File: config.mk
export PLATFORM = sky130hd
export DESIGN_NAME = decode_stage
export DESIGN_NICKNAME = d
export VERILOG_FILES = /design/src/decode_pkg.sv /design/src/insn_decoder.sv /design/src/imm_prefix.sv /design/src/busy_timer.sv /design/src/issue_fsm.sv /design/src/decode_stage.sv
export SDC_FILE = /design/constraint.sdc
export NUM_CORES = 1
export LEC_CHECK = 0
export ABC_CLOCK_PERIOD_IN_PS = 11500
export BUFFER_PORTS_ARGS = -buffer_cell sky130_fd_sc_hd__buf_2
export CAP_MARGIN = 20
export CORE_MARGIN = 2
export CORE_UTILIZATION = 56
export DETAILED_ROUTE_END_ITERATION = 7
export PLACE_DENSITY_LB_ADDON = 0.3
export SLEW_MARGIN = 20
export SYNTH_ARGS = -nofsm -noshare
export SYNTH_HDL_FRONTEND = slang
export SYNTH_SLANG_ARGS = --single-unit
File: constraint.sdc
create_clock -name clk -period 11.5 [get_ports clk]
set_input_delay 2.3 -clock clk [delete_from_list [all_inputs] [get_ports clk]]
set_output_delay 2.3 -clock clk [all_outputs]
set_load 0.01 [all_outputs]
File: src/decode_pkg.sv
// Decode stage shared encodings, busy latencies and record types
package decode_pkg;

	// ================================================
	// Widths and latencies
	// ================================================

	// EXI payload width, taken from the instruction bits above the opcode
	localparam int unsigned PREFIX_W = 25;

	typedef logic [3:0] busy_cnt_t;

	// Busy cycles per operation class
	localparam busy_cnt_t LAT_MUL = 4'd3;
	localparam busy_cnt_t LAT_DIV = 4'd8;
	localparam busy_cnt_t LAT_MEM = 4'd2;

	// ================================================
	// Encodings
	// ================================================

	typedef enum logic [6:0] {
		OP_R3   = 7'h02,
		OP_ADDI = 7'h04,
		OP_MULI = 7'h06,
		OP_DIVI = 7'h07,
		OP_LDB  = 7'h50,
		OP_LDBU = 7'h51,
		OP_LDW  = 7'h52,
		OP_LDT  = 7'h54,
		OP_LDO  = 7'h56,
		OP_STB  = 7'h60,
		OP_STW  = 7'h61,
		OP_STO  = 7'h63,
		OP_EXI  = 7'h7e
	} opcode_e;

	// Only the low 32 values fit the 5-bit field of the R3 format
	typedef enum logic [5:0] {
		F_ADD  = 6'h04,
		F_SUB  = 6'h05,
		F_AND  = 6'h08,
		F_MUL  = 6'h10,
		F_MULU = 6'h11,
		F_DIV  = 6'h14,
		F_DIVU = 6'h15
	} func_e;

	typedef enum logic [1:0] {
		SZ_BYTE  = 2'd0,
		SZ_WYDE  = 2'd1,
		SZ_TETRA = 2'd2,
		SZ_OCTA  = 2'd3
	} memsz_e;

	// ================================================
	// Instruction word and decode record
	// ================================================

	// Opcode sits in bits 6:0 in both views
	typedef struct packed {
		logic [4:0] func;
		logic [4:0] rc;
		logic [4:0] rb;
		logic [4:0] ra;
		logic [4:0] rt;
		logic [6:0] opcode;
	} insn_r3_t;

	typedef struct packed {
		logic [14:0] imm;
		logic [4:0]  ra;
		logic [4:0]  rt;
		logic [6:0]  opcode;
	} insn_ri_t;

	typedef union packed {
		insn_r3_t r3;
		insn_ri_t ri;
	} insn_t;

	typedef struct packed {
		logic [4:0]  rt;
		logic [4:0]  ra;
		logic [4:0]  rb;
		logic [4:0]  rc;
		logic [63:0] imm;
		logic        rfwr;
		logic        is_ld;
		logic        ldz;
		logic        is_st;
		logic        mul;
		logic        mulu;
		logic        div;
		logic        divu;
		logic        illegal;
		memsz_e      memsz;
	} dec_out_t;

endpackage

File: src/insn_decoder.sv
// Instruction decoder from one word and a pending EXI prefix to a control record
`timescale 1ns/1ps

module insn_decoder (
	input  decode_pkg::insn_t               insn,
	input  logic                            pfx_valid,
	input  logic [decode_pkg::PREFIX_W-1:0] pfx_payload,
	output decode_pkg::dec_out_t            dec_next,
	output decode_pkg::busy_cnt_t           busy_cycles,
	output logic                            is_prefix
);
	import decode_pkg::*;

	logic legal;
	logic is_ri;

	always_comb
	begin
		dec_next       = '0;
		dec_next.rt    = insn.ri.rt;
		dec_next.ra    = insn.ri.ra;
		dec_next.memsz = SZ_OCTA;
		legal          = 1'b1;
		is_ri          = 1'b0;
		is_prefix      = 1'b0;

		// ================================================
		// Opcode class
		// ================================================
		case (insn.ri.opcode)
		OP_R3:
		begin
			dec_next.rb = insn.r3.rb;
			dec_next.rc = insn.r3.rc;
			case ({1'b0, insn.r3.func})
			F_ADD, F_SUB, F_AND:	;
			F_MUL:	dec_next.mul = 1'b1;
			F_MULU:	dec_next.mulu = 1'b1;
			F_DIV:	dec_next.div = 1'b1;
			F_DIVU:	dec_next.divu = 1'b1;
			default:	legal = 1'b0;
			endcase
		end
		OP_ADDI:	is_ri = 1'b1;
		OP_MULI:
		begin
			is_ri        = 1'b1;
			dec_next.mul = 1'b1;
		end
		OP_DIVI:
		begin
			is_ri        = 1'b1;
			dec_next.div = 1'b1;
		end
		OP_LDB, OP_LDBU, OP_LDW, OP_LDT, OP_LDO:
		begin
			is_ri          = 1'b1;
			dec_next.is_ld = 1'b1;
			dec_next.ldz   = (insn.ri.opcode == OP_LDBU);
		end
		OP_STB, OP_STW, OP_STO:
		begin
			is_ri          = 1'b1;
			dec_next.is_st = 1'b1;
		end
		OP_EXI:	is_prefix = 1'b1;
		default:	legal = 1'b0;
		endcase

		// Access size from the opcode letter
		case (insn.ri.opcode)
		OP_LDB, OP_LDBU, OP_STB:	dec_next.memsz = SZ_BYTE;
		OP_LDW, OP_STW:	dec_next.memsz = SZ_WYDE;
		OP_LDT:	dec_next.memsz = SZ_TETRA;
		default:	dec_next.memsz = SZ_OCTA;
		endcase

		dec_next.illegal = ~legal;

		// ================================================
		// Immediate and write enable
		// ================================================
		// A pending EXI supplies bits 39:15, sign extended from bit 39
		if (is_ri)
		begin
			if (pfx_valid)
				dec_next.imm = {{(64 - PREFIX_W - 15){pfx_payload[PREFIX_W-1]}},
					pfx_payload, insn.ri.imm};
			else
				dec_next.imm = {{49{insn.ri.imm[14]}}, insn.ri.imm};
		end

		// r0 is never written
		dec_next.rfwr = legal && !is_prefix && !dec_next.is_st && (insn.ri.rt != 5'd0);

		// Multi-cycle hold time
		if (dec_next.mul || dec_next.mulu)
			busy_cycles = LAT_MUL;
		else if (dec_next.div || dec_next.divu)
			busy_cycles = LAT_DIV;
		else if (dec_next.is_ld || dec_next.is_st)
			busy_cycles = LAT_MEM;
		else
			busy_cycles = '0;
	end

endmodule

File: src/imm_prefix.sv
// EXI prefix register holding the upper immediate bits for the next instruction
`timescale 1ns/1ps

module imm_prefix (
	input  logic                            clk,
	input  logic                            rst_n,
	input  logic                            accept,
	input  logic                            is_prefix,
	input  logic [decode_pkg::PREFIX_W-1:0] payload_in,
	output logic                            pfx_valid,
	output logic [decode_pkg::PREFIX_W-1:0] pfx_payload
);

	// Any accepted non-prefix instruction consumes the pending payload
	always_ff @(posedge clk or negedge rst_n)
	begin
		if (!rst_n)
			pfx_valid <= 1'b0;
		else if (accept)
			pfx_valid <= is_prefix;
	end

	// A second EXI simply overwrites the first
	always_ff @(posedge clk)
	begin
		if (accept && is_prefix)
			pfx_payload <= payload_in;
	end

endmodule

File: src/busy_timer.sv
// Loadable down-counter timing multi-cycle operations
`timescale 1ns/1ps

module busy_timer (
	input  logic                  clk,
	input  logic                  rst_n,
	input  logic                  start,
	input  decode_pkg::busy_cnt_t load_value,
	output logic                  busy,
	output logic                  done
);
	import decode_pkg::*;

	busy_cnt_t count;

	always_ff @(posedge clk or negedge rst_n)
	begin
		if (!rst_n)
			count <= '0;
		else if (start)
			count <= load_value;
		else if (count != '0)
			count <= count - 1'b1;
	end

	// Busy for load_value cycles after the start edge
	assign busy = (count != '0);

	// Last busy cycle, counter hits zero on the next edge
	assign done = (count == busy_cnt_t'(1));

endmodule

File: src/issue_fsm.sv
// Issue control that accepts instructions, registers the record and holds off while busy
`timescale 1ns/1ps

module issue_fsm (
	input  logic                  clk,
	input  logic                  rst_n,
	input  logic                  insn_valid,
	input  logic                  is_prefix,
	input  decode_pkg::dec_out_t  dec_next,
	input  decode_pkg::busy_cnt_t busy_cycles,
	input  logic                  busy,
	input  logic                  done,
	output logic                  accept,
	output logic                  start,
	output logic                  insn_ready,
	output logic                  dec_valid,
	output decode_pkg::dec_out_t  dec
);

	typedef enum logic {
		IDLE,
		WAIT
	} state_e;

	state_e state;
	state_e state_nxt;
	logic   issue;

	assign insn_ready = (state == IDLE);
	assign accept     = insn_valid && insn_ready;

	// Prefixes only load the prefix register
	assign issue = accept && !is_prefix;
	assign start = issue && (busy_cycles != '0);

	always_comb
	begin
		state_nxt = state;
		case (state)
		IDLE:
			if (start)
				state_nxt = WAIT;
		WAIT:
			// Timer's last busy cycle ends the wait
			if (done)
				state_nxt = IDLE;
		default:
			state_nxt = IDLE;
		endcase
	end

	always_ff @(posedge clk or negedge rst_n)
	begin
		if (!rst_n)
		begin
			state     <= IDLE;
			dec_valid <= 1'b0;
			dec       <= '0;
		end
		else
		begin
			state     <= state_nxt;
			dec_valid <= issue;
			if (issue)
				dec <= dec_next;
		end
	end

endmodule

File: src/decode_stage.sv
// Decode stage top joining decoder, prefix register, busy timer and issue control
`timescale 1ns/1ps

module decode_stage (
	input  logic                 clk,
	input  logic                 rst_n,
	input  logic                 insn_valid,
	input  decode_pkg::insn_t    insn,
	output logic                 insn_ready,
	output logic                 dec_valid,
	output decode_pkg::dec_out_t dec
);
	import decode_pkg::*;

	logic                pfx_valid;
	logic [PREFIX_W-1:0] pfx_payload;
	dec_out_t            dec_next;
	busy_cnt_t           busy_cycles;
	logic                is_prefix;
	logic                accept;
	logic                start;
	logic                busy;
	logic                done;

	insn_decoder u_decoder (
		.insn        (insn),
		.pfx_valid   (pfx_valid),
		.pfx_payload (pfx_payload),
		.dec_next    (dec_next),
		.busy_cycles (busy_cycles),
		.is_prefix   (is_prefix)
	);

	// EXI payload is everything above the opcode
	imm_prefix u_prefix (
		.clk         (clk),
		.rst_n       (rst_n),
		.accept      (accept),
		.is_prefix   (is_prefix),
		.payload_in  (insn[31 -: PREFIX_W]),
		.pfx_valid   (pfx_valid),
		.pfx_payload (pfx_payload)
	);

	busy_timer u_timer (
		.clk        (clk),
		.rst_n      (rst_n),
		.start      (start),
		.load_value (busy_cycles),
		.busy       (busy),
		.done       (done)
	);

	issue_fsm u_fsm (
		.clk         (clk),
		.rst_n       (rst_n),
		.insn_valid  (insn_valid),
		.is_prefix   (is_prefix),
		.dec_next    (dec_next),
		.busy_cycles (busy_cycles),
		.busy        (busy),
		.done        (done),
		.accept      (accept),
		.start       (start),
		.insn_ready  (insn_ready),
		.dec_valid   (dec_valid),
		.dec         (dec)
	);

endmodule

==> results by group, run 1 <==
Run status
  – Run status: finished clean

Die
  – Starting Density: 58.7%
  – Width of the die: 94.5 um
  – Site Rows: 32
  – Die area: 8920 sq um
  – Ports: 132
  – Core box area: 7810 sq um
  – Die Y-Extent: 94.5 um

Job
  – Max cap viols: 0

Detailed routing
  – Drt total wl: 10,300 um
  – Met2 WL: 4610 um
  – Initial DRC count: 319
  – Via density: 5.48
  – Routed met3 length: 762 um
  – Routed length on met1: 4700 um
  – WL/cell: 15.8 um
  – Antenna viol nets, final: 0
  – Max Used Layer: met4
  – DRC Markers: 0
  – DR vias: 3,559
  – Number of iterations in the first detailed-routing pass: 5

Synth
  – Count leader, synth: nand2_1
  – Mapped Area: 4580 sq um
  – Post-Syn Nets: 489
  – Mapped Cells: 452
  – Post-synthesis sequential area ratio: 59.0%
  – Leading cell types by count after synthesis: nand2_1 (123), dfrtp_1 (78), a21oi_1 (29)
  – Post-synth ARST share: 75.7%
  – Number of enable flip-flop cells after synthesis: 25
  – Top cell type by total area after synthesis: dfrtp_1
  – Top_reg_cell synth: dfrtp_1
  – Synth warn: 0
  – Main area contributors after synthesis: dfrtp_1 (43%), edfxtp_1 (16%), nand2_1 (10%), buf_4 (4.6%), o31ai_1 (4.3%)
  – Syn avg cell area: 10.1 sq um
  – Yosys top cell area share: 42.6%
  – Distinct cells, synth: 51
  – FF+latch count, synth: 103

Placed design
  – I/O Buffers: 131
  – Place WS: 7.17 ns
  – GP Congestion: 0.818
  – Placed cell area: 5070 sq um
  – DP HPWL: 6910 um

Clock network
  – Inserted Clock Buffers: 9
  – CTS tree: built
  – Clock-pin transition on the worst setup and hold timing paths: 0.10 ns
  – Post-CTS Repair Setup Buffers: 0
  – Later-pin clock latency in the skew report: 0.37 ns
  – Max H-tree Level: 3
  – Clock buffer depth: 2
  – Post-CTS Resized: 0
  – Clk sinks: 103
  – Hold_buf cts: 0
  – Root buf cell: clkbuf_8

STA
  – Final hold violations: 0
  – Final setup TNS: 0 ns
  – Worst slew pin tran: 1.03 ns
  – Relative slew slack: 31.4%
  – RSZ-0062 raised after global routing: false
  – Slew Limit Fails: 0
  – Worst Setup Slack, final: 7.56 ns
  – Hold Slack: 0.479 ns
  – Fin crit period: 3.94 ns
  – Crit share post-route: 34.2%
  – Max frequency: 254 MHz
  – Setup violations, final: 0
  – Layout Skew: 0.0126 ns

Power and ir drop
  – P_leak: 2.61 nW
  – VDD IR-drop max: 0.0000793 V
  – P per Cell Area: 146 nW/um^2

Worst setup path
  – Slowest stage delay, CP: 0.82 ns
  – WP data required: 11.76 ns
  – CP Cell Sequence: buf_2 > nand2b_1 > o31ai_4 > buf_4 > nor3_1 > a22o_1
  – Worst-path fanout max: 108
  – CP top delay family: buffers and inverters
  – CP Capture Type: flop
  – Kind of critical path: input pin to flop
  – Bufs and invs on worst path: 2
  – Nature of the critical path startpoint: input pin
  – Arrival time worst endpoint: 4.19 ns
  – CP max stage cell: buf_4

GRT
  – First-pass GRT wire length: 16,300 um
  – Initial antenna violation count: 0
  – Aggregate global-route resource usage: 23.9%
  – Gr ovfl total: 0
  – Largest net degree at the start of global routing: 109
  – Vias in the first global route: 3,177

Hold path
  – Worst Hold Class: flop to flop

Layout
  – Ant. Diodes: 0
  – # fillers: 631
  – Nets: 579
  – Design area: 5270 sq um
  – Area delta synth->final: 15.1%
  – Share of cells above drive strength 1: 29.8%
  – Fin util: 67.5%
[metal layers]
layer	track usage (%)	vias up
li1	-	1715
met1	35.7	1678
met2	36.0	149
met3	3.99	17
met4	8.33	0
met5	0	-
[where the power goes]
| group | leakage [nW] | switching [W] | internal [W] |
|---|---|---|---|
| logic | 1.25 | 0.0000825 | 0.0000506 |
| clock network | 0.0939 | 0.000136 | 0.0000854 |
| registers | 1.26 | 0.0000201 | 0.000397 |
[logic make-up after synthesis]
logic type      count (synthesis)  share of synthesized area, %
simple gates                  183                          18.3
flops                         103                          59.0
compound gates                 98                          13.7
buf+inv                        62                          7.73
xor+xnor                        2                         0.382
mux                             2                         0.437
fa+ha+maj                       2                         0.546
[sequential cells by signal, summed over array words and instances, names as in the netlist]
signal,count
u_fsm.dec_valid,1
u_timer.count,4
u_prefix.pfx_valid,1
u_fsm.state,1
u_prefix.pfx_payload,25
u_fsm.dec,71
[through the flow]
step / power [W] / instances
3_5_place_dp: 0.000559 / 633
5_1_grt: 0.000814 / 649
6_report: 0.000772 / 649
3_3_place_gp: 0.000553 / 633
4_1_cts: 0.000778 / 649
2_1_floorplan: 0.000513 / 452
[cells in the final DEF (no fill, tap or decap), drive strengths merged, types with 2 or more instances in the layout]
cell,netlist,layout
nand2,123,123
clkbuf,16,9
buf,40,135
nor3,6,6
a21o,2,2
o21ai,26,26
nor2,9,9
a21oi,29,29
o31ai,27,27
o211ai,3,3
dfrtp,78,78
nand4,3,3
or3,2,2
and2,2,2
nand3,14,14
a2bb2oi,2,2
edfxtp,25,25
nor2b,5,5
mux2i,2,2
clkinv,0,2
inv,6,9
clkinvlp,0,2
or3b,2,2
nand2b,3,3
ha,2,2
nor4b,5,5
[worst min-delay path: cells and delay by family, from the launching register on]
kind             cells  cell delay [ns]
flip-flops           1             0.36
AND/OR/NAND/NOR      2             0.10
[layout make-up]
cell class | count | area (sq um) | share of cell area, %
tap | 102 | 128 | 2.42
timing repair buffer | 135 | 688 | 13.1
clock inverter | 7 | 76.3 | 1.45
multi-input combinational | 287 | 1530 | 29.0
clock buffer | 9 | 124 | 2.35
inverter | 6 | 22.5 | 0.427
sequential | 103 | 2700 | 51.3
[final timing paths]
path	from	end	slack (ns)	cells after the start
setup / recovery	insn[0]	u_fsm.dec[10]	7.56	6
hold / removal	u_fsm.dec[81]	u_fsm.dec[81]	0.48	2
setup reg to reg	u_fsm.state	u_timer.count[3]	9.56	5
hold reg to reg	u_fsm.dec[81]	u_fsm.dec[81]	0.48	2
max in group asynchronous	rst_n	u_fsm.dec[45]	8.78	1
min in group asynchronous	rst_n	u_fsm.dec[0]	2.07	1
No activity file was read; power rests on OpenSTA's default activity.
==> run 2: changes to the inputs <==
Settings changed: ABC_CLOCK_PERIOD_IN_PS 11500 to 4000, CORE_UTILIZATION 56 to 52.
Clock period 11.5 ns to 4 ns, I/O delays scaled along.
==> results by group, run 2 (synthesis gave the netlist of run 1 again) <==
Die
  – Core box area: 8640 sq um (+11%)
  – Die Y-Extent: 97.9 um (+3.6%)
  – Starting Density: 53.1% (-5.6 points)
  – Site Rows: 34 (+6.3%)
  – Width of the die: 97.9 um (+3.6%)
  – Die area: 9580 sq um (+7.4%)
  – Ports: 132 (unchanged)

Worst setup path
  – CP Cell Sequence: buf_2 > and4bb_2 > a22oi_2 > and3_1 > buf_4 > o21ai_0
  – Slowest stage delay, CP: 0.50 ns (-0.32 ns)
  – Nature of the critical path startpoint: input pin
  – R2R setup slack: 1.75 ns (-7.81 ns)
  – Arrival time worst endpoint: 2.57 ns (-1.62 ns)
  – Reg2reg start: u_prefix.pfx_valid
  – Worst-path fanout max: 27 (-75%)
  – CP Capture Type: flop
  – CP max stage cell: and3_1
  – CP startpoint: insn[2]
  – Kind of critical path: input pin to flop
  – WP data required: 4.23 ns (-7.53 ns)

Power and ir drop
  – P per Cell Area: 424 nW/um^2 (+190%)
  – Switch Pwr: 0.000643 W (+170%)
  – Pint: 0.00162 W (+200%)
  – Comb pwr share: 17.1% (about the same)
  – VDD IR-drop max: 0.000180 V (+130%)
  – Switch share: 28.5% (-2.5 points)
  – Seq pwr share: 53.0% (-1.1 points)
  – P_leak: 2.63 nW (+1.0%)
  – Clock Power Share: 29.9% (+1.2 points)

Clock network
  – Post-CTS Repair Setup Buffers: 0 (unchanged)
  – CTS tree: built
  – Clock buffer depth: 2 (unchanged)
  – Max H-tree Level: 3 (unchanged)
  – Root buf cell: clkbuf_8
  – Clock-pin transition on the worst setup and hold timing paths: 0.10 ns (about the same)
  – Clk sinks: 103 (unchanged)
  – Inserted Clock Buffers: 9 (unchanged)
  – Post-CTS Resized: 0 (unchanged)
  – Later-pin clock latency in the skew report: 0.36 ns (about the same)
  – Hold_buf cts: 0 (unchanged)

GRT
  – Vias in the first global route: 3,248 (+2.2%)
  – Gr ovfl total: 0 (unchanged)
  – First-pass GRT wire length: 16,600 um (+1.4%)
  – Largest net degree at the start of global routing: 109 (unchanged)
  – Initial antenna violation count: 0 (unchanged)
  – Aggregate global-route resource usage: 21.4% (-2.6 points)

Layout
  – Most common cell after layout, fill and taps aside: buf_2
  – Register Area: 2700 sq um (unchanged)
  – Regs by FF count: u_fsm.dec (71), u_prefix.pfx_payload (25), u_timer.count (4)
  – Ant. Diodes: 0 (unchanged)
  – Nets: 579 (unchanged)
  – Most frequent cells in the layout: buf_2 (130), nand2_1 (123), dfrtp_1 (78)
  – Reg with most FFs: u_fsm.dec
  – Area delta synth->final: 16.4%
  – # fillers: 704 (+12%)
  – Share of cells above drive strength 1: 29.8% (unchanged)
  – Area of the multi-input gates: 1540 sq um (+0.74%)
  – Max FFs per register: 71 (unchanged)

Detailed routing
  – Initial DRC count: 212 (-34%)
  – Antenna viol nets, final: 0 (unchanged)
  – Number of iterations in the first detailed-routing pass: 6 (+1)
  – WL/cell: 15.6 um (-1.6%)
  – Drt total wl: 10,200 um (-0.65%)
  – DR vias: 3,579 (+0.56%)
  – Via density: 5.46 (-0.36%)
  – DRC Markers: 0 (unchanged)

Placed design
  – Place WS: 1.29 ns (-5.88 ns)
  – DP HPWL: 6580 um (-4.7%)
  – GP Congestion: 0.849 (+3.8%)
  – I/O Buffers: 131 (unchanged)

Hold path
  – Worst Hold Class: input pin to asynchronous set/reset pin

STA
  – Worst Setup Slack, final: 1.66 ns (-5.91 ns)
  – Layout Skew: 0.0126 ns (+0.00000410 ns)
  – Slew Limit Fails: 0 (unchanged)
  – Fin crit period: 2.34 ns
  – Setup violations, final: 0 (unchanged)
  – Final setup TNS: 0 ns (unchanged)
  – Relative slew slack: 28.6% (-2.8 points)
  – Worst slew pin tran: 1.07 ns (+0.0369 ns)
  – Final hold violations: 0 (unchanged)
  – RSZ-0062 raised after global routing: false
  – Crit share post-route: 58.5%
  – Max frequency: 427 MHz

Job
  – Max cap viols: 0 (unchanged)

Run status
  – Run status: finished clean
[run 2: final timing paths]
| check | end | cells after the start |
|---|---|---|
| min | u_fsm.dec[17] | 1 |
| min in group clk | u_fsm.dec[94] | 2 |
| max reg2reg | u_fsm.dec[40] | 3 |
| min reg2reg | u_fsm.dec[94] | 2 |
| max in group asynchronous | u_fsm.dec[10] | 2 |
| max | u_fsm.dec[11] | 6 |
[run 2: worst max-delay path, delay by kind of cell]
family          cells  cell delay [ns]
simple gates        2             0.76
compound gates      2             0.41
buf+inv             2             0.59
[run 2: area by class of cell]
cell class              instances  share of cell area [%]
clock buffers                  12                    2.91
repair buffers                135                    13.5
inverters                       6                   0.422
multi-input cells             287                    28.9
flip-flops and latches        103                    50.7
clock inverters                 4                    1.01
well taps                     108                    2.53
[run 2: power groups by stage]
stage                     clock [W]  sequential, W  combinational (W)
after floorplan                   0        0.00122           0.000251
after global placement            0        0.00122           0.000373
after detailed placement          0        0.00122           0.000385
after CTS                  0.000689        0.00120           0.000386
after global routing       0.000734        0.00121           0.000438
final                      0.000677        0.00120           0.000386
[run 2: metrics by stage]
stage / instances / power, W / util [%] / hold slack (ns) / cell area, sq um
floorplan: 452 / 0.00148 / - / 0.502 / 4590
global placement: 638 / 0.00159 / 59.0 / 0.451 / 5100
detailed placement: 638 / 0.00160 / 59.0 / 0.458 / 5100
CTS: 654 / 0.00227 / 61.4 / 0.481 / 5310
global route: 655 / 0.00238 / 61.8 / 0.375 / 5330
finish: 655 / 0.00226 / 61.8 / 0.370 / 5330
[run 2: routing by layer]
| metal | GRT usage [%] | vias to the layer above | share of wire [%] |
|---|---|---|---|
| li1 | - | 1708 | - |
| met1 | 31.8 | 1755 | 46 |
| met2 | 31.7 | 104 | 47 |
| met3 | 4.80 | 12 | 5.6 |
| met4 | 6.62 | 0 | 1.4 |
| met5 | 0 | - | 0 |
